===== src/include/fetch_defines.svh =====
// Size and latency macros for the fetch-side cache path, included by every design file
`ifndef FETCH_DEFINES_SVH
`define FETCH_DEFINES_SVH

// Virtual address width of a fetch request
`define FETCH_ADDR_SIZE 40

// One cache line holds four 32-bit instruction words
`define FETCH_LINE_BITS 128

// Line storage is split over this many banks
`define FETCH_NUM_BANKS 4

// Lines held by one bank
// Index bits 11:4 give 256 lines, low two pick the bank
`define FETCH_BANK_ROWS 64

// Cycles from a bank read enable to its valid answer
`define FETCH_BANK_LAT 2

`endif


===== src/rtl/fetch_pkg.sv =====
// Shared types of the fetch path, referenced by scoped name from the RTL and the checker
`include "fetch_defines.svh"

package fetch_pkg;

    // Number of 32-bit instruction words in one line
    localparam int unsigned LINE_WORDS = `FETCH_LINE_BITS / 32;

    // One cache line seen two ways
    // Banks and refill handle the raw vector
    // The interface picks one instruction out of the word array
    typedef union packed {
        logic [`FETCH_LINE_BITS-1:0]   raw;
        logic [LINE_WORDS-1:0][31:0]   words;
    } icache_line_t;

    // States of the fetch-facing FSM
    // ResetState is left after one cycle
    // NoReq and RespReady both accept a new request
    // ReqValid waits for the line answer
    typedef enum logic [1:0] {
        ResetState = 2'd0,
        NoReq      = 2'd1,
        ReqValid   = 2'd2,
        RespReady  = 2'd3
    } icache_state_t;

endpackage


===== src/rtl/icache_resp_merge.sv =====
// Folds the per-bank read answers into the single line answer seen by the interface
`timescale 1ns/1ps
`include "fetch_defines.svh"

module icache_resp_merge (
    // Answers from all banks
    input  logic [`FETCH_NUM_BANKS-1:0]  bank_rd_valid_i,
    input  fetch_pkg::icache_line_t      bank_rd_line_i [`FETCH_NUM_BANKS],

    // Merged answer
    output logic                         line_resp_valid_o,
    output fetch_pkg::icache_line_t      line_resp_line_o
);

    // Any bank answering makes a valid line
    assign line_resp_valid_o = |bank_rd_valid_i;

    // AND-OR select, only one bank answers at a time
    always_comb begin
        line_resp_line_o.raw = '0;
        for (int b = 0; b < `FETCH_NUM_BANKS; b++) begin
            line_resp_line_o.raw = line_resp_line_o.raw |
                ({`FETCH_LINE_BITS{bank_rd_valid_i[b]}} & bank_rd_line_i[b].raw);
        end
    end

endmodule


===== config.mk =====
export PLATFORM = sky130hd
export DESIGN_NAME = icache_resp_merge
export DESIGN_NICKNAME = d
export VERILOG_FILES = /design/src/rtl/fetch_pkg.sv /design/src/rtl/icache_resp_merge.sv
export VERILOG_INCLUDE_DIRS = /design/src /design/src/include
export SDC_FILE = /design/constraint.sdc
export NUM_CORES = 1
export LEC_CHECK = 0
export ABC_AREA = 1
export BUFFER_PORTS_ARGS = -buffer_cell sky130_fd_sc_hd__buf_2
export CORE_AREA = 2 2 248 250
export DETAILED_ROUTE_END_ITERATION = 12
export DIE_AREA = 0 0 250 252
export GPL_ROUTABILITY_DRIVEN = 0
export PLACE_DENSITY = 0.41
export RECOVER_POWER = 50
export SYNTH_ARGS = -nofsm -noshare
export SYNTH_HDL_FRONTEND = slang
export SYNTH_SLANG_ARGS = --single-unit

===== constraint.sdc =====
create_clock -name vclk -period 0.83
set_clock_uncertainty 0.1 [all_clocks]
set_input_delay 0.0415 -clock vclk [all_inputs]
set_output_delay 0.0415 -clock vclk [all_outputs]
set_load 0.03 [all_outputs]

[After elaboration in Yosys (flattened, before gate mapping)]
Cells that the tools add are included.
Operators by class
  bitwise operators: 7
  reduce and logical (&&, ||, !) cells: 1
Operator list (count)
  128-bit bitwise AND: 4
  128-bit bitwise OR: 3
  4-bit OR reduction: 1
Storage, ports and cells
  bits in registers: 0
  bits of input ports: 516
  output and inout port bits: 129
  logic and storage cells: 8

[Longest topological paths before layout]
  depth in word-level cells: 4
  gate-level depth with buffers: 6
  depth with buffers taken out: 4

[Worst setup path after synthesis]
No wires, ideal clock.
  path type: input port to output port
  start point: input port bank_rd_valid_i[2]
  end point: output port line_resp_line_o[107] (netlist bit)
  arrival time: 700 ps
  required time: 688 ps
  path slack: -12 ps
  stages on the path: 6
  path buffers: 2
  cell sequence: buf_4 -> buf_2 -> nand2_1 -> nand2_1 -> inv_1 -> nand2_1
RTL lines
  start: declaration: RTL line icache_resp_merge.sv:7  | input logic [`FETCH_NUM_BANKS-1:0] bank_rd_valid_i,
  end: declaration: RTL line icache_resp_merge.sv:12  | output fetch_pkg::icache_line_t line_resp_line_o

==> reports/qor.yml <==
outcome: "finished with violations"
violations: "setup timing"
yosysMostFrequentCell: "nand2_1"
design.seq.count: 0
maxCapViolCount: 0
routed_wl_um: 47400
grt_pass1_vias: 9374
drc: 0
final_cell_count_no_fill: 2680
finalCritPeriodShare_pct: 127
finalHoldViolCount: 0
coreArea_um2: 60100
fin_setup_tns_ps: -21820
crit_type: "in2out"
dieHeight_um: 252
first_iter_violations: 342
peakVddDrop_mv: 0.286
overflow: 0
drtAntennaViolNets: 0
grt_usage_pct: 14.0
clkbuf_count: 0
synth.area.top_cells: "nand2_1 (70%), inv_1 (20%), buf_6 (4.7%)"
post_drt_wl_per_cell_um: 17.7
dr.pass1.iters: 4
timing.fmax_ghz: 0.948
dieArea_um2: 63000
via_per_inst: 3.47
setup_viol: 129
ys_seq_area_share_pct: 0
initial_core_util_pct: 7.97
worst_slew_pin_slew_ps: 218
antenna_found_initial: 11
netlist_top_cells_count: "nand2_1 (897), inv_1 (256), buf_4 (20), buf_6 (20), buf_2 (16)"
grt_pass1_wl_um: 63400
hold_class: "in2out"
cellPowerDensity_nw_per_um2: 662
critPathMaxFanout: 8
fillers: 7017
grt_start_max_net_pins: 39
syn-instance-count: 1211
fin_util_pct: 21.9
crit_slowest_cell: "buf_16"
fin_nets: 2415
grt_setup_unrepaired: "yes"
regArea_um2: 0
ys_warn_count: 0
die_x_um: 250
port_buffers: 645
synth_area_um2: 4790
cp_slowest_stage_delay_ps: 170
critPathLaunchType: "input port"
hpwlAfterDp_um: 33400
synth_nets: 1727
worst_ep_arrival_time_ps: 910
crit_required_ps: 690
synth.distinct_cells: 6
power.total_mw: 8.72
p_leak_nw: 8.09
slew_headroom_pct: 85.5
worst_setup_path_end_kind: "output pin"
rows: 90
ios: 645
cts-hold-fix-buffers: 0
hold_ws_ps: 357
synth_largest_area_cell: "nand2_1"
area_growth_pct: 175
num_vias: 9308
layout_min_cycle_time_ps: 1050
path_cells: "buf_16, buf_12, buf_16, nand2_1, nand2_1, inv_2, nand2_4, buf_6"
final_max_slew_viol_count: 0
avgSynthCellArea_um2: 3.96
fin_ws_ps: -224
dp.cells: 2623
synth_top_area_share_pct: 70.3
layout-drive-gt1-share_pct: 67.8
## path summary, 6_finish.rpt
| path | start | to | slack [ps] | cells past startpoint |
|---|---|---|---|---|
| setup / recovery | bank_rd_valid_i[1] | line_resp_line_o[82] | -220 | 8 |
| hold / removal | bank_rd_line_i[267] | line_resp_line_o[11] | 360 | 6 |
## repair_timing
action	in CTS	in global routing
setup buffers	17	3
endpoints found under the setup margin	129	129
gates resized for setup	477	410
pin swaps	61	150
gates cloned	30	7
## worst max-delay path, delay by kind of cell
family	cells	cell delay, ps
buffers and inverters	5	640
and+or+nand+nor	3	210
## logic make-up after synthesis
| group | synth area share (%) |
|---|---|
| buf+inv | 29.6 |
| simple gates | 70.4 |
## stage by stage
| stage | setup WS [ps] | area, µm² |
|---|---|---|
| floorplan | 54.5 | 5070 |
| CTS | -248 | 11900 |
| global route | -270 | 13200 |
| finish | -224 | 13200 |
| global placement | -405 | 9480 |
| detailed placement | -386 | 9480 |
## per-layer routing
layer  part of all wire [%]  global-route usage, %  up-vias
met5                   0.21                      0        -
met4                    3.4                   3.61       14
met3                    6.0                   2.38       64
met2                     52                   26.9      444
met1                     38                   15.8     4063
li1                       -                      -     4723
## cells in the final DEF (no fill, tap or decap)
cell type,instances
nand2_8,1
nand2_2,335
buf_8,17
inv_4,3
nor2_4,2
buf_2,512
nand2_1,455
nand2_4,106
buf_12,28
buf_6,131
inv_1,156
clkbuf_16,7
buf_16,40
inv_2,97
diode_2,1
buf_4,7
## report_power, final
part	leakage (nW)	total (mW)	switching, mW	internal, mW
clock	0.00000634	0.000000161	0	0.000000161
combinational	8.09	8.72	4.74	3.98
sequential	0	0	0	0
total	8.09	8.72	4.74	3.98
## area by class of cell
type                            count  area [µm²]  area share, %
Inverter                          256         968           7.35
Multi-Input combinational cell    899        5040           38.3
Timing Repair Buffer              742        6180           46.9
Antenna cell                        1        2.50         0.0190
Tap cell                          782         978           7.43
Note: power is estimated with default switching activity, not from simulation.
