<file path="src/include/fetch_defines.svh">
// Size and latency macros for the fetch-side cache path, included by every design file
`ifndef FETCH_DEFINES_SVH
`define FETCH_DEFINES_SVH

// Virtual address width of a fetch request
`define FETCH_ADDR_SIZE 40

// One cache line holds four 32-bit instruction words
`define FETCH_LINE_BITS 128

// Line storage is split over this many banks
`define FETCH_NUM_BANKS 4

// Lines held by one bank
// Index bits 11:4 give 256 lines, low two pick the bank
`define FETCH_BANK_ROWS 64

// Cycles from a bank read enable to its valid answer
`define FETCH_BANK_LAT 2

`endif

</file>
<file path="src/rtl/fetch_pkg.sv">
// Shared types of the fetch path, referenced by scoped name from the RTL and the checker
`include "fetch_defines.svh"

package fetch_pkg;

    // Number of 32-bit instruction words in one line
    localparam int unsigned LINE_WORDS = `FETCH_LINE_BITS / 32;

    // One cache line seen two ways
    // Banks and refill handle the raw vector
    // The interface picks one instruction out of the word array
    typedef union packed {
        logic [`FETCH_LINE_BITS-1:0]   raw;
        logic [LINE_WORDS-1:0][31:0]   words;
    } icache_line_t;

    // States of the fetch-facing FSM
    // ResetState is left after one cycle
    // NoReq and RespReady both accept a new request
    // ReqValid waits for the line answer
    typedef enum logic [1:0] {
        ResetState = 2'd0,
        NoReq      = 2'd1,
        ReqValid   = 2'd2,
        RespReady  = 2'd3
    } icache_state_t;

endpackage

</file>
<file path="src/rtl/icache_interface.sv">
// Fetch-facing front end: keeps the last line, answers hits at once and requests lines on miss
`timescale 1ns/1ps
`include "fetch_defines.svh"

module icache_interface (
    input  logic                       clk_i,
    input  logic                       rstn_i,

    // Request from the fetch stage, held until answered
    input  logic                       fetch_req_valid_i,
    input  logic [`FETCH_ADDR_SIZE-1:0] fetch_vaddr_i,

    // Instruction access exception from translation
    input  logic                       tlb_xcp_if_i,

    // Line answer from the bank side
    input  logic                       line_resp_valid_i,
    input  fetch_pkg::icache_line_t    line_resp_line_i,

    // Line read towards the dispatcher
    output logic                       line_req_valid_o,
    output logic [7:0]                 line_req_idx_o,

    // Answer to the fetch stage
    output logic                       resp_valid_o,
    output logic [31:0]                resp_data_o,
    output logic                       resp_access_fault_o
);

    fetch_pkg::icache_state_t  state_q;
    fetch_pkg::icache_state_t  state_d;

    // Line buffer and the address it was fetched for
    fetch_pkg::icache_line_t   line_q;
    fetch_pkg::icache_line_t   line_int;
    logic [`FETCH_ADDR_SIZE-1:0] buf_addr_q;
    logic                      buf_valid_q;

    logic                      buf_miss;
    logic                      access_needed;

    // State register
    always_ff @(posedge clk_i or negedge rstn_i) begin
        if (!rstn_i) begin
            state_q <= fetch_pkg::ResetState;
        end else begin
            state_q <= state_d;
        end
    end

    // Next state, line request and response strobe
    always_comb begin
        case (state_q)
            fetch_pkg::ResetState: begin
                state_d          = fetch_pkg::NoReq;
                line_req_valid_o = 1'b0;
                resp_valid_o     = 1'b0;
            end
            fetch_pkg::NoReq, fetch_pkg::RespReady: begin
                // Hit answers now, miss goes off to the banks
                state_d          = access_needed ? fetch_pkg::ReqValid : fetch_pkg::NoReq;
                line_req_valid_o = access_needed;
                resp_valid_o     = fetch_req_valid_i & ~buf_miss & ~tlb_xcp_if_i;
            end
            fetch_pkg::ReqValid: begin
                // Wait for the merged bank answer
                state_d          = line_resp_valid_i ? fetch_pkg::RespReady : fetch_pkg::ReqValid;
                line_req_valid_o = 1'b0;
                resp_valid_o     = line_resp_valid_i & ~tlb_xcp_if_i;
            end
            default: begin
                state_d          = fetch_pkg::ResetState;
                line_req_valid_o = 1'b0;
                resp_valid_o     = 1'b0;
            end
        endcase
    end

    // Miss when nothing is buffered or the line part of the address differs
    assign buf_miss = ~buf_valid_q |
                      (buf_addr_q[`FETCH_ADDR_SIZE-1:4] != fetch_vaddr_i[`FETCH_ADDR_SIZE-1:4]);

    assign access_needed = fetch_req_valid_i & buf_miss;

    // Line index sent with the read
    assign line_req_idx_o = fetch_vaddr_i[11:4];

    // Fault mirrors the exception level
    assign resp_access_fault_o = tlb_xcp_if_i;

    // Buffer valid set by the first line answer
    always_ff @(posedge clk_i or negedge rstn_i) begin
        if (!rstn_i) begin
            buf_valid_q <= 1'b0;
        end else if (line_resp_valid_i) begin
            buf_valid_q <= 1'b1;
        end
    end

    // Line and its address captured with every answer
    always_ff @(posedge clk_i) begin
        if (line_resp_valid_i) begin
            line_q     <= line_resp_line_i;
            buf_addr_q <= fetch_vaddr_i;
        end
    end

    // Fresh line bypasses the buffer in its arrival cycle
    assign line_int = line_resp_valid_i ? line_resp_line_i : line_q;

    // Word select by address bits 3:2
    assign resp_data_o = line_int.words[fetch_vaddr_i[3:2]];

endmodule

</file>
<file path="config.mk">
export PLATFORM = sky130hd
export DESIGN_NAME = icache_interface
export DESIGN_NICKNAME = d
export VERILOG_FILES = /design/src/rtl/fetch_pkg.sv /design/src/rtl/icache_interface.sv
export VERILOG_INCLUDE_DIRS = /design/src /design/src/include
export SDC_FILE = /design/constraint.sdc
export NUM_CORES = 1
export LEC_CHECK = 0
export ABC_AREA = 1
export BUFFER_PORTS_ARGS = -buffer_cell sky130_fd_sc_hd__clkbuf_2
export CAP_MARGIN = 40
export CORE_AREA = 2 2 157 159
export DETAILED_ROUTE_END_ITERATION = 7
export DIE_AREA = 0 0 159 161
export GPL_ROUTABILITY_DRIVEN = 0
export SLEW_MARGIN = 20
export SYNTH_ARGS = -nofsm -noshare
export SYNTH_HDL_FRONTEND = slang
export SYNTH_SLANG_ARGS = --single-unit
export TNS_END_PERCENT = 30
</file>
<file path="constraint.sdc">
create_clock -name clk_i -period 1.9 [get_ports clk_i]
set_input_delay 0.38 -clock clk_i [delete_from_list [all_inputs] [get_ports clk_i]]
set_output_delay 0.38 -clock clk_i [all_outputs]
set_load 0.02 [all_outputs]
</file>
* After elaboration in Yosys (flattened, before gate mapping)
Cells that the tools add are included.
Cells by class: reduce and logical (&&, ||, !) cells 3, order comparisons 1, mux-type cells 8, equality and inequality tests 4, bitwise operators 8
Operators by type and width (number):
- $mux W128 | 1
- $bmux W32 S2 | 1
- $ne A36 B36 Y1 | 1
- $mux W32 | 1
- $pmux W2 S3 | 1
- $and A1 B1 Y1 | 4
- $eq A2 B2 Y1 const B | 2
- $reduce_or A2 Y1 | 2
- $lt A2 B3 Y1 const B | 1
- $not A1 Y1 | 3
- $pmux W1 S3 | 1
- $eq A2 B1 Y1 const B | 1
- $logic_not A2 Y1 | 1
- $mux W2 | 1
- $pmux W1 S2 | 1
- $mux W1 | 1
- $or A1 B1 Y1 | 1
Word-level totals: input port bits 173, output and inout port bits 43, bits in registers 171

* Logic depth before layout (Yosys ltp)
depth after elaboration 6, gate-level depth with buffers 11

* Least setup slack after synthesis
Ideal clock, no wire load.
path kind input-to-output, from input port line_resp_valid_i, to output port resp_data_o[19], slack 0.156 ns, required time 1.520 ns, data arrival time 1.364 ns, cell stages on the path 8, buffers on the path 3, cell sequence buf_6 -> inv_2 -> buf_8 -> buf_6 -> nand2_1 -> nand2_1 -> a21oi_1 -> a22oi_1
RTL lines:
- start: declaration | line icache_interface.sv:17 | input logic line_resp_valid_i,
- end: declaration | line icache_interface.sv:26 | output logic [31:0] resp_data_o,

* Worst setup path in the final report
from register buf_addr_q[13], to output port resp_valid_o
On the way: cells in the longest elaborated chain, start to end 6
Ends and longest elaborated chain:
- start: declaration | line icache_interface.sv:36 | logic [`FETCH_ADDR_SIZE-1:0] buf_addr_q;
- start signal: assignment | line icache_interface.sv:104 | buf_addr_q <= fetch_vaddr_i;
- $ne A36 B36 Y1 | line icache_interface.sv:81 | (buf_addr_q[`FETCH_ADDR_SIZE-1:4] != fetch_vaddr_i[`FETCH_ADDR_SIZE-1:4]);
- $or A1 B1 Y1 | line icache_interface.sv:80 | assign buf_miss = ~buf_valid_q |
- $not A1 Y1 | line icache_interface.sv:63 | resp_valid_o = fetch_req_valid_i & ~buf_miss & ~tlb_xcp_if_i;
- $and A1 B1 Y1 (2 in series) | line icache_interface.sv:63
- $pmux W1 S3 | line icache_interface.sv:53 | case (state_q)
- end: declaration | line icache_interface.sv:25 | output logic resp_valid_o,
No other way between the ends.

==> impl_metrics.env <==
export IMPL_violations="negative setup slack"
export IMPL_grt_pass1_vias=6311
export IMPL_syn_area_cell_sq_um=7.452
export IMPL_clock_power_share_pct=38.5
export IMPL_power_total_mw=8.846
export IMPL_finalCriticalPeriod_ps=2220
export IMPL_hp_start="fetch_vaddr_i[34]"
export IMPL_grt_antenna_before_repair=0
export IMPL_design_die_area_sq_mm=0.02560
export IMPL_switchingPower_mw=2.541
export IMPL_num_rows=57
export IMPL_cts_htree_levels=4
export IMPL_wirelength_um=19630
export IMPL_power_switching_share_pct=28.72
export IMPL_clock_tree_buffer_depth=2
export IMPL_route_antenna_remaining_nets=0
export IMPL_pwr_density_cell_mw_per_mm2=927.1
export IMPL_antennaDiodeCount=0
export IMPL_power_internal_mw=6.306
export IMPL_slew_of_the_pin_with_the_lowest_slew_margin_ps=247.5
export IMPL_netlist_top_cells_count="nand2_1, dfxtp_1, nor2_1"
export IMPL_post_synth_main_area_contributors="dfxtp_1, nand2_1, edfxtp_1, nor2_1, inv_1"
export IMPL_sequentialPowerShare_pct=45.6
export IMPL_critical_path_reg2reg_startpoint="buf_addr_q[10]"
export IMPL_slew_violations=0
export IMPL_number_of_clock_sinks=167
export IMPL_synthesis_instances=946
export IMPL_maxCapViolCount=0
export IMPL_post_synth_cell_types=24
export IMPL_ys_warn_count=0
export IMPL_synth_seq_cells=167
export IMPL_synth_edf_count=36
export IMPL_timing_critical_path_to_type="primary output"
export IMPL_clkLatencyLatePin_ps=430
export IMPL_syn2layout_area_growth_pct=35.36
export IMPL_drc=0
export IMPL_worstSetupStartpointType="flip-flop"
export IMPL_ys_async_sr_fraction_pct=1.796
export IMPL_timing_reg2reg_worst_path_depth=9
export IMPL_placeableCoreArea_sq_mm=0.02396
export IMPL_grt_usage_pct=14.92
export IMPL_arrival_ps=1840
export IMPL_syn_num_nets=1119
export IMPL_grt_start_max_net_pins=57
export IMPL_whs_path_cells=1
export IMPL_max_freq_ghz=0.4504
export IMPL_reg2reg_to="state_q[0]"
export IMPL_route_detailed_wl_per_inst_um=13.00
export IMPL_critical_path_required_ps=1520
export IMPL_detailedPlacementHpwl_um=13780
export IMPL_number_of_violations_reported_at_the_end_of_detailed_routing_iteration_0=310
export IMPL_reg2reg_setup_slack_ps=420
export IMPL_crit_path_max_fanout=2
export IMPL_post_cts_clock_slew_at_the_launch_and_capture_registers_of_the_worst_setup_and_hold_paths_ps=80
export IMPL_via_per_inst=4.325
export IMPL_synthDominantCellAreaShare_pct=36.35
export IMPL_clock_tree_from_tritoncts="yes"
export IMPL_relSlewSlack_pct=83.50
export IMPL_synth_seq_area_share_pct=52.75
export IMPL_critPathKind="reg -> out"
export IMPL_global_route_wire_length_before_repair_um=30770
export IMPL_finalClockSkew_ps=9.943
export IMPL_buffers_added_on_ports=213
export IMPL_globalRouteOverflowTotal=0
export IMPL_num_cts_buffers=17
export IMPL_final_min_period_over_clock_period_pct=116.9
export IMPL_timing_hold_ws_ps=141.2
export IMPL_detailroute_via_count=6531
export IMPL_total_leakage_power_nw=4.973
export IMPL_die_h_um=161
export IMPL_mappedNetlistArea_sq_mm=0.007049
export IMPL_yosysMostFrequentCell="nand2_1"
export IMPL_fin_setup_tns_ps=-581.4
export IMPL_drive_above_1_share_pct=26.31
export IMPL_overall_die_width_um=159
export IMPL_report_final_hold_viol_count=0
export IMPL_hold_path_end="buf_addr_q[34]"
export IMPL_cts_root_buffer="clkbuf_16"
export IMPL_combinationalPowerShare_pct=15.8
export IMPL_synth_flop_cell="dfxtp_1"
export IMPL_finalCoreUtilization_pct=39.82
export IMPL_run_status="finished with violations"
export IMPL_min_path_type="in -> reg"
export IMPL_floorplan_io_pins=216
export IMPL_nets=1346
export IMPL_rsz0062_at_grt="yes"
export IMPL_initial_core_util_pct=29.42
export IMPL_setup_violations_final=2
export IMPL_yosys_area_top_type="dfxtp_1"
export IMPL_ir_worst_vdd_mv=0.5222
export IMPL_detail_route_first_pass_iterations=4
export IMPL_worst_setup_margin_ps=-320.3
## metrics by stage
stage          cells  instance area, sq um  setup WS [ps]
2_1_floorplan    946                  7049          156.2
3_3_place_gp    1469                  8642         -65.30
3_5_place_dp    1469                  8642         -89.81
4_1_cts         1502                  9273         -360.3
5_1_grt         1510                  9542         -471.0
6_report        1510                  9542         -320.3
## flip-flops by register name, summed over array words and instances (netlist names), named ones only
name / flops
line_q: 128
buf_addr_q: 36
buf_valid_q: 1
state_q: 1
## power by group through the flow
stage / sequential [mW] / clock (mW) / combinational [mW]
CTS: 4.04 / 3.50 / 1.34
detailed placement: 4.12 / 0 / 1.32
global placement: 4.11 / 0 / 1.30
global route: 4.07 / 3.67 / 1.58
finish: 4.04 / 3.41 / 1.40
floorplan: 4.10 / 0 / 0.795
## area by class of cell
type | count | area, sq um
fillers | 2552 | 14420
repair buffers | 265 | 1829
clock buffers | 17 | 425.4
inverters | 51 | 203.9
well taps | 324 | 405.4
clock inverters | 15 | 155.1
multi-input cells | 671 | 2804
flip-flops and latches | 167 | 3719
## cell usage in the layout (no fill, tap or decap), drive strengths merged
cell type      n
a21oi         29
a22oi         13
buf           56
clkbuf       225
clkinv         7
dfrtp          3
dfxtp        128
dlygate4sd3    1
edfxtp        36
inv           59
nand2        483
nand3          4
nand4          3
nor2          64
nor3           1
o21ai         43
o22ai         19
or2            5
xnor2          3
xor2           4
## logic make-up (layout without fill, tap and decap cells)
family / after synthesis / in the layout / share of synthesized area (%)
and+or+nand+nor: 560 / 560 / 30.19
buffers and inverters: 108 / 348 / 8.005
AOI/OAI and AO/OA: 104 / 104 / 8.182
DFF: 167 / 167 / 52.75
xor gates and xnor gates: 7 / 7 / 0.8697
## metal layers
metal	routed length [um]	GRT usage, %	share of wire [%]
met2	8769	23.83	45
met3	914	3.621	4.7
met5	0	0	0
met1	9418	19.49	48
met4	526	5.950	2.7
## worst max-delay path by stage
stage | start | endpoint | slack [ps] | depth (start not counted)
final | buf_addr_q[13] | resp_valid_o | -320 | 10
after CTS | buf_addr_q[13] | resp_valid_o | -360 | 10
after global routing | buf_addr_q[12] | resp_valid_o | -470 | 8
after global placement | fetch_vaddr_i[10] | resp_valid_o | -70 | 12
after detailed placement | fetch_vaddr_i[10] | resp_valid_o | -90 | 12
after floorplan | line_resp_valid_i | resp_data_o[19] | 160 | 8
## repair_timing
| action | in CTS | in global routing |
|---|---|---|
| buffers inserted | 0 | 2 |
| endpoints found under the setup margin | 9 | 30 |
| hold buffers | 1 | 0 |
| pin swaps | 4 | 3 |
| hold endpoints to repair | 3 | 0 |
| resized for setup | 11 | 41 |
| gates cloned | 0 | 6 |
## critical path: stages, from the launching register on
cell and delay (ps):
edfxtp_1 410, nand2_1 90, nand2_1 50, nor2_1 110, nand2_1 60, nor2_1 100
nand2_1 70, nor2_2 120, nand3_1 100, a21oi_2 150, clkbuf_8 160
Power figures use the tool's default switching activity.
