`src/include/fetch_defines.svh`:
```
// Size and latency macros for the fetch-side cache path, included by every design file
`ifndef FETCH_DEFINES_SVH
`define FETCH_DEFINES_SVH

// Virtual address width of a fetch request
`define FETCH_ADDR_SIZE 40

// One cache line holds four 32-bit instruction words
`define FETCH_LINE_BITS 128

// Line storage is split over this many banks
`define FETCH_NUM_BANKS 4

// Lines held by one bank
// Index bits 11:4 give 256 lines, low two pick the bank
`define FETCH_BANK_ROWS 64

// Cycles from a bank read enable to its valid answer
`define FETCH_BANK_LAT 2

`endif

```
`src/rtl/fetch_pkg.sv`:
```
// Shared types of the fetch path, referenced by scoped name from the RTL and the checker
`include "fetch_defines.svh"

package fetch_pkg;

    // Number of 32-bit instruction words in one line
    localparam int unsigned LINE_WORDS = `FETCH_LINE_BITS / 32;

    // One cache line seen two ways
    // Banks and refill handle the raw vector
    // The interface picks one instruction out of the word array
    typedef union packed {
        logic [`FETCH_LINE_BITS-1:0]   raw;
        logic [LINE_WORDS-1:0][31:0]   words;
    } icache_line_t;

    // States of the fetch-facing FSM
    // ResetState is left after one cycle
    // NoReq and RespReady both accept a new request
    // ReqValid waits for the line answer
    typedef enum logic [1:0] {
        ResetState = 2'd0,
        NoReq      = 2'd1,
        ReqValid   = 2'd2,
        RespReady  = 2'd3
    } icache_state_t;

endpackage

```
`src/rtl/icache_bank_dispatch.sv`:
```
// Routes line reads and refill writes to the bank picked by the low line-index bits
`timescale 1ns/1ps
`include "fetch_defines.svh"

module icache_bank_dispatch (
    input  logic                                        clk_i,
    input  logic                                        rstn_i,

    // Line read from the interface
    input  logic                                        line_req_valid_i,
    input  logic [7:0]                                  line_req_idx_i,

    // Refill write from outside
    input  logic                                        fill_valid_i,
    input  logic [7:0]                                  fill_idx_i,
    input  fetch_pkg::icache_line_t                     fill_line_i,

    // Per-bank strobes and shared row and data
    output logic [`FETCH_NUM_BANKS-1:0]                 bank_rd_en_o,
    output logic [`FETCH_NUM_BANKS-1:0]                 bank_wr_en_o,
    output logic [$clog2(`FETCH_BANK_ROWS)-1:0]         bank_row_o,
    output fetch_pkg::icache_line_t                     bank_wr_line_o
);

    localparam int BANK_BITS = $clog2(`FETCH_NUM_BANKS);
    localparam int ROW_BITS  = $clog2(`FETCH_BANK_ROWS);
    localparam int CNT_BITS  = $clog2(`FETCH_BANK_LAT + 1);

    logic [BANK_BITS-1:0]        rd_bank;
    logic [BANK_BITS-1:0]        wr_bank;

    // Bank with a read in flight and cycles left on it
    logic [`FETCH_NUM_BANKS-1:0] rd_pend_q;
    logic [CNT_BITS-1:0]         rd_cnt_q;

    assign rd_bank = line_req_idx_i[BANK_BITS-1:0];
    assign wr_bank = fill_idx_i[BANK_BITS-1:0];

    // One-hot enables from the bank number
    always_comb begin
        for (int b = 0; b < `FETCH_NUM_BANKS; b++) begin
            bank_rd_en_o[b] = line_req_valid_i && (rd_bank == BANK_BITS'(b));
            bank_wr_en_o[b] = fill_valid_i && (wr_bank == BANK_BITS'(b));
        end
    end

    // Row is shared, refill and read never meet
    assign bank_row_o = fill_valid_i ? fill_idx_i[BANK_BITS +: ROW_BITS]
                                     : line_req_idx_i[BANK_BITS +: ROW_BITS];

    assign bank_wr_line_o = fill_line_i;

    // Outstanding read tracker, held until the bank answer is due
    always_ff @(posedge clk_i or negedge rstn_i) begin
        if (!rstn_i) begin
            rd_pend_q <= '0;
            rd_cnt_q  <= '0;
        end else if (line_req_valid_i) begin
            rd_pend_q <= bank_rd_en_o;
            rd_cnt_q  <= CNT_BITS'(`FETCH_BANK_LAT);
        end else if (rd_cnt_q != '0) begin
            rd_cnt_q <= rd_cnt_q - 1'b1;
            // Last cycle of the latency window
            if (rd_cnt_q == CNT_BITS'(1)) begin
                rd_pend_q <= '0;
            end
        end
    end

endmodule

```
`config.mk`:
```
export PLATFORM = sky130hd
export DESIGN_NAME = icache_bank_dispatch
export DESIGN_NICKNAME = d
export VERILOG_FILES = /design/src/rtl/fetch_pkg.sv /design/src/rtl/icache_bank_dispatch.sv
export VERILOG_INCLUDE_DIRS = /design/src /design/src/include
export SDC_FILE = /design/constraint.sdc
export NUM_CORES = 1
export LEC_CHECK = 0
export ABC_CLOCK_PERIOD_IN_PS = 800
export BUFFER_PORTS_ARGS = -buffer_cell sky130_fd_sc_hd__buf_2
export CAP_MARGIN = 30
export CORE_AREA = 4 4 111 113
export DETAILED_ROUTE_END_ITERATION = 8
export DIE_AREA = 0 0 115 117
export GPL_ROUTABILITY_DRIVEN = 1
export PLACE_DENSITY_LB_ADDON = 0.2
export RECOVER_POWER = 100
export SLEW_MARGIN = 20
export SYNTH_ARGS = -nofsm -noshare
export SYNTH_HDL_FRONTEND = slang
export SYNTH_SLANG_ARGS = --single-unit
```
`constraint.sdc`:
```
create_clock -name vclk -period 0.8
set_input_delay 0.12 -clock vclk [all_inputs]
set_output_delay 0.12 -clock vclk [all_outputs]
set_load 0.05 [all_outputs]
```
Word level (Yosys, flattened, before mapping):

Cells that the tools add are included.

* add/sub/neg operators: 0
* multiply operators: 0
* div/mod/pow operators: 0
* magnitude comparators: 0
* equality and inequality tests: 6
* shift operators: 0
* muxes and demuxes: 1
* bitwise logic cells: 0
* reductions and logical operators: 10

Operators by type and width (number)
* $eq A2 B2 Y1 const B: 4
* $logic_and A1 B1 Y1: 8
* $mux W6: 1
* $eq A2 B1 Y1 const B: 2
* $logic_not A2 Y1: 2

* register bits after elaboration: 0
* bits in latches: 0
* RAM bits: 0
* ROM bits: 0
* input port bits: 148
* output and inout bits: 142
* logic and storage cells: 17
* memories: 0

Longest topological paths before layout:

Gate-level depths: netlist (run 1).

* word-level depth: 2
* mapped depth: 2
* gate-level depth less buffers: 1

Worst setup path before layout (run 1):

OpenSTA, ideal clock, no wires.

* kind: input to output
* from: input port line_req_idx_i[0]
* to: output port bank_rd_en_o[0]
* data arrival time: 1278 ps
* setup slack: -598 ps
* stages: 1
* buffers on the path: 0
* cells stage by stage: nor3b_1

* word-level cells in the longest chain between the ends: 2

RTL lines
* start: declaration: line icache_bank_dispatch.sv:11 `input logic [7:0] line_req_idx_i,`
* $logic_not A2 Y1: line icache_bank_dispatch.sv:42 `bank_rd_en_o[b] = line_req_valid_i && (rd_bank == BANK_BITS'(b));`
* $logic_and A1 B1 Y1: line icache_bank_dispatch.sv:42
* end: declaration: line icache_bank_dispatch.sv:19 `` output logic [`FETCH_NUM_BANKS-1:0] bank_rd_en_o, ``

Every way passes these cells.

Worst setup path after layout (run 1):

* from: input port fill_valid_i
* to: output port bank_row_o[1]

* word-level cells in the longest chain between the ends: 1

RTL lines
* start: declaration: line icache_bank_dispatch.sv:14 `input logic fill_valid_i,`
* $mux W6: line icache_bank_dispatch.sv:48 `assign bank_row_o = fill_valid_i ? fill_idx_i[BANK_BITS +: ROW_BITS]`
* end: declaration: line icache_bank_dispatch.sv:21 `` output logic [$clog2(`FETCH_BANK_ROWS)-1:0] bank_row_o, ``

Every way passes these cells.

==> results of run 1 <==
-- final timing paths --
kind                    startpoint                   to  slack [ns]  cells past startpoint
setup / recovery      fill_valid_i        bank_row_o[1]      -0.003                      3
hold / removal    fill_line_i[112]  bank_wr_line_o[112]        0.24                      0
-- per-stage QoR --
stage,std cells,area [um^2],TNS (ns),setup WS (ns)
2_1_floorplan,143,1160,-0.0362,-0.0362
3_3_place_gp,190,541,-2.03,-0.212
3_5_place_dp,190,541,-1.96,-0.211
4_1_cts,191,643,-0.0209,-0.00477
5_1_grt,191,649,-0.0655,-0.0152
6_report,191,649,-0.00867,-0.00304
-- routing by layer --
layer	up-vias	global-route usage	part of all wire
li1	124	-	-
met1	174	0.00679	0.095
met2	87	0.0586	0.43
met3	58	0.0206	0.23
met4	0	0.0861	0.25
met5	-	0	0
-- repair_timing --
action,CTS,global route
resized for setup,25,2
cloned,1,0
setup endpoints to repair,13,9
-- power breakdown --
group,switching [mW],internal [mW],leakage (nW),total (mW)
Clock,0,0,0,0
Sequential,0,0,0,0
Combinational,0.226,0.184,0.278,0.410
Total,0.226,0.184,0.278,0.410
-- area by class of cell --
type | count | area, um^2
Fill cell | 1352 | 10700
Timing Repair Buffer | 34 | 292
Multi-Input combinational cell | 14 | 179
Tap cell | 143 | 179
-- cells in the final DEF, fill, tap and decap left out, types with 2 or more instances in the layout --
cell type / n
and3b_1: 2
buf_2: 16
nor3b_4: 2
buf_12: 2
mux2_4: 6
buf_6: 7
and3b_2: 2
buf_4: 5
-- critical path: cells and delay by family --
family,cells,cell delay (ns)
muxes,1,0.30
buffers and inverters,2,0.26
-- cell families after synthesis --
kind of cell / after synthesis / synth area share
and+or+nand+nor: 8 / 0.0629
muxes: 6 / 0.0795
buffers and inverters: 129 / 0.858
==> run_results.csv, run 1 <==
group,metric,value,unit
synthesis,synth_most_common_cell,"buf_4",
route,wl,2760,um
route,initialDrtViolationCount,9,
die,initial_core_util,0.100,
final_layout,n_clock_buffer,0,
worst_setup_path,cp-end-kind,"primary output",
synthesis,synth_warnings,0,
placed_design,io_buffers,32,
worst_setup_path,critPathKind,"in -> out",
final_layout,design.seq.count,0,
final_layout,final_nets,198,
global_route,grt_pass1_wl,3310,um
sta,timing.hold.ws,0.240,ns
final_layout,antenna_cells,0,
sta,tightest_slew,0.194,ns
sta,fin_ws,-0.00304,ns
synthesis,yosys.area.top_type,"buf_4",
synthesis,yosysTopAreaCellShare,0.848,
outcome,status,"finished with violations",
global_route,grt_start_max_net_pins,6,
sta,rsz0062_at_grt,"true",
final_layout,drive_above_1_share,0.938,
die,die_w,115,um
worst_setup_path,crit_path_max_fanout,5,
sta,fin_crit_sh,1.00,
final_layout,syn_to_final_growth,-42.7,%
final_layout,ff_latch_area,0,um^2
global_route,grt_pass1_vias,525,
sta,timing.fmax,1.25,GHz
worst_setup_path,arrival,0.68,ns
power,p_leak,0.278,nW
route,first_pass_iters,2,
placed_design,gp_congestion,0.667,
power,peakVddDrop,0.000297,V
global_route,grt_use_total,0.0347,
route,viasPerCell,2.32,
route,drt-wirelength-per-cell,14.4,um
sta,slew_headroom,0.871,
worst_setup_path,cp-start-kind,"input port",
worst_setup_path,crit_required,0.68,ns
die,die_area,13500,um^2
run,cap_violations,0,
sta,setup_violations,4,
worst_setup_path,crit_slowest_cell,"mux2_4",
die,rows,39,
die,core,11300,um^2
synthesis,netlist_area,1130,um^2
die,die_height,117,um
placed_design,post-dp-hpwl,2360,um
route,remaining_drc_errors,0,
synthesis,synth.net_count,291,
synthesis,synthTopCellsByCount,"buf_4, mux2_4, and3b_1, and3b_2",
global_route,antenna_found_initial,0,
synthesis,synth_cell_types,9,
outcome,violations,"setup timing",
synthesis,yosys-top-cells-area,"buf_4, mux2_4, and3b_2",
clocking,postCtsSetupBuffers,0,
sta,final_max_slew_viol_count,0,
clocking,holdBufCountCts,0,
power,power_density,631,nW/um^2
min_path,min-delay-path-class,"in -> out",
worst_setup_path,cpPeakStageDelay,0.30,ns
synthesis,yosysSeqAreaShare,0,
synthesis,avgSynthCellArea,7.93,um^2
final_layout,fin_util,0.0574,
power,total_power,0.410,mW
sta,hold_viol,0,
worst_setup_path,worstPathCellList,"buf_12, mux2_4, buf_6",
synthesis,syn_inst,143,
sta,period_minus_slack,0.803,ns
global_route,overflow,0,
route,vias,443,
route,postRouteAntennaNets,0,
die,boundaryPins,290,
Note: power is estimated with default switching activity, not from simulation.
==> inputs of run 2 (changes only) <==
--- a/config.mk
+++ b/config.mk
@@ -6,12 +6,11 @@
 export SDC_FILE = /design/constraint.sdc
 export NUM_CORES = 1
 export LEC_CHECK = 0
-export ABC_CLOCK_PERIOD_IN_PS = 800
 export BUFFER_PORTS_ARGS = -buffer_cell sky130_fd_sc_hd__buf_2
 export CAP_MARGIN = 30
-export CORE_AREA = 4 4 111 113
+export CORE_AREA = 4 4 109 111
 export DETAILED_ROUTE_END_ITERATION = 8
-export DIE_AREA = 0 0 115 117
+export DIE_AREA = 0 0 113 115
 export GPL_ROUTABILITY_DRIVEN = 1
 export PLACE_DENSITY_LB_ADDON = 0.2
 export RECOVER_POWER = 100
==> constraint.sdc (replaced) <==
create_clock -name vclk -period 1
set_input_delay 0.2 -clock vclk [all_inputs]
set_output_delay 0.2 -clock vclk [all_outputs]
set_load 0.05 [all_outputs]
==> run 2 against run 1 <==
Effect of this change: the flow now finishes without violations; first-iteration DRC count down 67%; die area shrank 3.4%; non-clock buffer count shrank 2; via count fell by 7.0%; hold slack better by 0.16 ns; worst setup slack gained 0.025 ns; routed wire length is 26% lower; cell area shrank 9.8%; utilization decreased by 0.31 points; largest power group unchanged; combinational power down 29%; total power decreased by 29%; final cell count fell by 2.6%; highest routed layer unchanged.
==> run_results.csv, run 2 (synthesized netlist as in run 1, its figures left out) <==
group,metric,value,unit
final_layout,antenna_cells,0,
sta,rsz0062_at_grt,"false",
route,first_pass_iters,2,
final_layout,design.seq.count,0,
final_layout,drive_above_1_share,0.935,
route,viasPerCell,2.22,
route,wl,2040,um
sta,hold_viol,0,
power,peakVddDrop,0.000225,V
final_layout,final_cell_mix,"buf_2, mux2_4, buf_6",
route,drt-wirelength-per-cell,10.9,um
clocking,holdBufCountCts,0,
sta,slew_headroom,0.817,
sta,timing.hold.ws,0.400,ns
sta,tightest_slew,0.275,ns
power,p_comb_frac,1.000,
clocking,postCtsSetupBuffers,0,
final_layout,n_fill_cell,1274,
sta,final_max_slew_viol_count,0,
die,boundaryPins,290,
die,die_height,115,um
global_route,overflow,0,
die,die_w,113,um
min_path,min-delay-path-class,"in -> out",
die,core,10800,um^2
power,power_density,496,nW/um^2
power,p_int,0.125,mW
placed_design,io_buffers,32,
route,initialDrtViolationCount,3,
placed_design,placed_area,514,um^2
route,vias,412,
die,initial_core_util,0.105,
sta,setup_violations,0,
worst_setup_path,crit_required,0.80,ns
global_route,grt_use_total,0.0254,
power,clkPwrFrac,0,
die,rows,38,
worst_setup_path,cp-start-kind,"input port",
global_route,grt_pass1_vias,413,
run,cap_violations,0,
placed_design,gp_congestion,0.619,
power,switchingPower,0.165,mW
outcome,status,"complete, no violations",
final_layout,final_nets,196,
power,switching_share,0.570,
final_layout,n_clock_buffer,0,
global_route,grt_start_max_net_pins,11,
route,postRouteAntennaNets,0,
sta,timing.fmax,1.02,GHz
power,seqPwrFrac,0,
global_route,grt_pass1_wl,2590,um
route,remaining_drc_errors,0,
final_layout,fin_area,586,um^2
final_layout,final_common_cell,"buf_2",
final_layout,syn_to_final_growth,-48.3,%
sta,period_minus_slack,0.978,ns
power,p_leak,0.253,nW
worst_setup_path,arrival,0.78,ns
worst_setup_path,critPathKind,"in -> out",
global_route,antenna_found_initial,0,
die,die_area,13000,um^2
sta,fin_crit_sh,0.978,
sta,fin_tns_setup,0,ns
final_layout,ff_latch_area,0,um^2
power,total_power,0.290,mW
worst_setup_path,cp-end-kind,"primary output",
worst_setup_path,crit_path_max_fanout,10,
-- run 2: changes by cell type in the layout (fill, tap and decap cells not counted) --
cell | before | now
buf_4 | 5 | 2
clkbuf_2 | 1 | 4
clkbuf_4 | 1 | 4
buf_6 | 7 | 5
buf_12 | 2 | 1
buf_16 | 1 | 0
buf_2 | 16 | 15
-- run 2: repair_timing --
item	4_1_cts	5_1_grt
gates resized for setup	17	6
endpoints found under the hold margin	0	0
endpoints found under the setup margin	10	6
-- run 2: worst max-delay path, cell delays in order --
cell and delay (ns):
buf_12 0.12, mux2_4 0.30, buf_8 0.15
-- run 2: final timing paths --
| kind | from | endpoint | slack (ns) | cells after the start |
|---|---|---|---|---|
| worst min-delay path | fill_line_i[101] | bank_wr_line_o[101] | 0.40 | 0 |
| worst max-delay path | fill_valid_i | bank_row_o[2] | 0.02 | 3 |
-- run 2: through the flow --
stage / std cells / util / setup slack, ns
finish: 186 / 0.0543 / 0.0218
global route: 186 / 0.0543 / 0.00562
CTS: 186 / 0.0525 / 0.000188
detailed placement: 186 / 0.0476 / -0.184
global placement: 186 / 0.0476 / -0.180
floorplan: 143 / - / 0.00380
-- run 2: cell type report --
type | instances | area (um^2) | area share
multi-input cells | 14 | 179 | 0.306
well taps | 140 | 175 | 0.299
repair buffers | 32 | 231 | 0.395
-- run 2: power groups by stage --
stage | clock (mW) | combinational [mW] | sequential [mW]
2_1_floorplan | 0 | 1.56 | 0
3_3_place_gp | 0 | 0.254 | 0
3_5_place_dp | 0 | 0.252 | 0
4_1_cts | 0 | 0.286 | 0
5_1_grt | 0 | 0.305 | 0
6_report | 0 | 0.290 | 0
-- run 2: metal layers --
metal  routed length, um  track usage  part of all wire  up-vias
met5                   0            0                 0        -
met4                 680       0.0849              0.33        0
met3                 463       0.0126              0.23       72
met2                 498       0.0209              0.24       56
met1                 392       0.0154              0.19      163
li1                    -            -                 -      121
==> inputs of run 3 (changes only) <==
==> constraint.sdc (replaced) <==
create_clock -name vclk -period 1.2
set_input_delay 0.24 -clock vclk [all_inputs]
set_output_delay 0.24 -clock vclk [all_outputs]
set_load 0.05 [all_outputs]
==> run 3 against run 2 <==
Effect of this change: combinational power decreased by 28%; sequential share of layout area unchanged; final cell count stayed put; critical path type unchanged; largest cell class is now tap cells.
==> run_results.csv, run 3 (synthesized netlist as in run 1, its figures left out) <==
group,metric,value,unit
worst_setup_path,crit_slowest_cell,"mux2_4",
run,cap_violations,0,
route,vias,417,
outcome,status,"complete, no violations",
placed_design,post-dp-hpwl,1970,um
final_layout,final_cell_mix,"buf_2, clkbuf_2, mux2_4",
die,core,10800,um^2
sta,hold_viol,0,
sta,rsz0062_at_grt,"false",
final_layout,antenna_cells,0,
final_layout,design.seq.count,0,
final_layout,fin_util,0.0479,
global_route,grt_use_total,0.0284,
final_layout,syn_to_final_growth,-54.4,%
die,boundaryPins,290,
route,viasPerCell,2.24,
die,die_w,113,um
power,peakVddDrop,0.000176,V
placed_design,gp_congestion,0.618,
worst_setup_path,arrival,0.91,ns
worst_setup_path,crit_buf_inv,2,
sta,slew_headroom,0.803,
placed_design,dp_cells,186,
route,first_pass_iters,2,
power,total_power,0.210,mW
route,wl,2290,um
final_layout,drive_above_1_share,0.935,
sta,timing.fmax,0.867,GHz
sta,tightest_slew,0.297,ns
sta,final_max_slew_viol_count,0,
final_layout,final_common_cell,"buf_2",
sta,timing.hold.ws,0.480,ns
min_path,min-delay-path-class,"in -> out",
route,remaining_drc_errors,0,
worst_setup_path,cp-start-kind,"input port",
final_layout,final_nets,196,
route,postRouteAntennaNets,0,
worst_setup_path,crit_family,"buffers and inverters",
worst_setup_path,crit_path_max_fanout,10,
final_layout,instances_no_fill,186,
worst_setup_path,worstPathCellList,"buf_6, mux2_4, clkbuf_2",
worst_setup_path,critPathKind,"in -> out",
global_route,grt_pass1_wl,2860,um
die,rows,38,
global_route,overflow,0,
placed_design,io_buffers,32,
global_route,grt_pass1_vias,454,
final_layout,ff_latch_area,0,um^2
final_layout,n_clock_buffer,0,
worst_setup_path,crit_required,0.96,ns
sta,fin_crit_sh,0.961,
die,initial_core_util,0.105,
die,die_area,13000,um^2
power,p_leak,0.230,nW
route,drt-wirelength-per-cell,12.3,um
worst_setup_path,cp-end-kind,"primary output",
placed_design,placed_area,508,um^2
power,power_density,407,nW/um^2
worst_setup_path,cpPeakStageDelay,0.30,ns
sta,period_minus_slack,1.15,ns
die,die_height,115,um
global_route,antenna_found_initial,0,
route,initialDrtViolationCount,5,
global_route,grt_start_max_net_pins,11,
final_layout,fin_area,517,um^2
sta,setup_violations,0,
-- run 3: through the flow --
step                      setup TNS [ns]  setup WS (ns)
final                                  0         0.0466
after global routing                   0         0.0203
after CTS                              0         0.0108
after detailed placement          -0.466        -0.0741
after global placement            -0.333        -0.0558
after floorplan                        0         0.0540
-- run 3: final cells by class --
type,instances,area [um^2]
repair buffers,32,169
fillers,1271,10300
well taps,140,175
multi-input cells,14,173
-- run 3: what timing repair did --
| action | 4_1_cts | 5_1_grt |
|---|---|---|
| cloned | 0 | 0 |
| gates resized for setup | 1 | 2 |
| buffers inserted | 0 | 0 |
| hold endpoints to repair | 0 | 0 |
| hold buffers | 0 | 0 |
| endpoints found under the setup margin | 9 | 5 |
-- run 3: path summary, 6_finish.rpt --
check                        start                  end  slack [ns]  cells after the start
setup / recovery      fill_valid_i        bank_row_o[2]        0.05                      3
hold / removal    fill_line_i[104]  bank_wr_line_o[104]        0.48                      0
-- run 3: per-layer routing --
layer / up-vias / track usage / wire, um
met5: - / 0 / 0
met3: 56 / 0.0295 / 612
met4: 0 / 0.0505 / 385
li1: 121 / - / -
met2: 99 / 0.0328 / 797
met1: 141 / 0.0179 / 489
-- run 3: power breakdown --
group | leakage, nW | switching, mW | internal, mW
combinational | 0.230 | 0.136 | 0.0748
sequential | 0 | 0 | 0
clock | 0 | 0 | 0
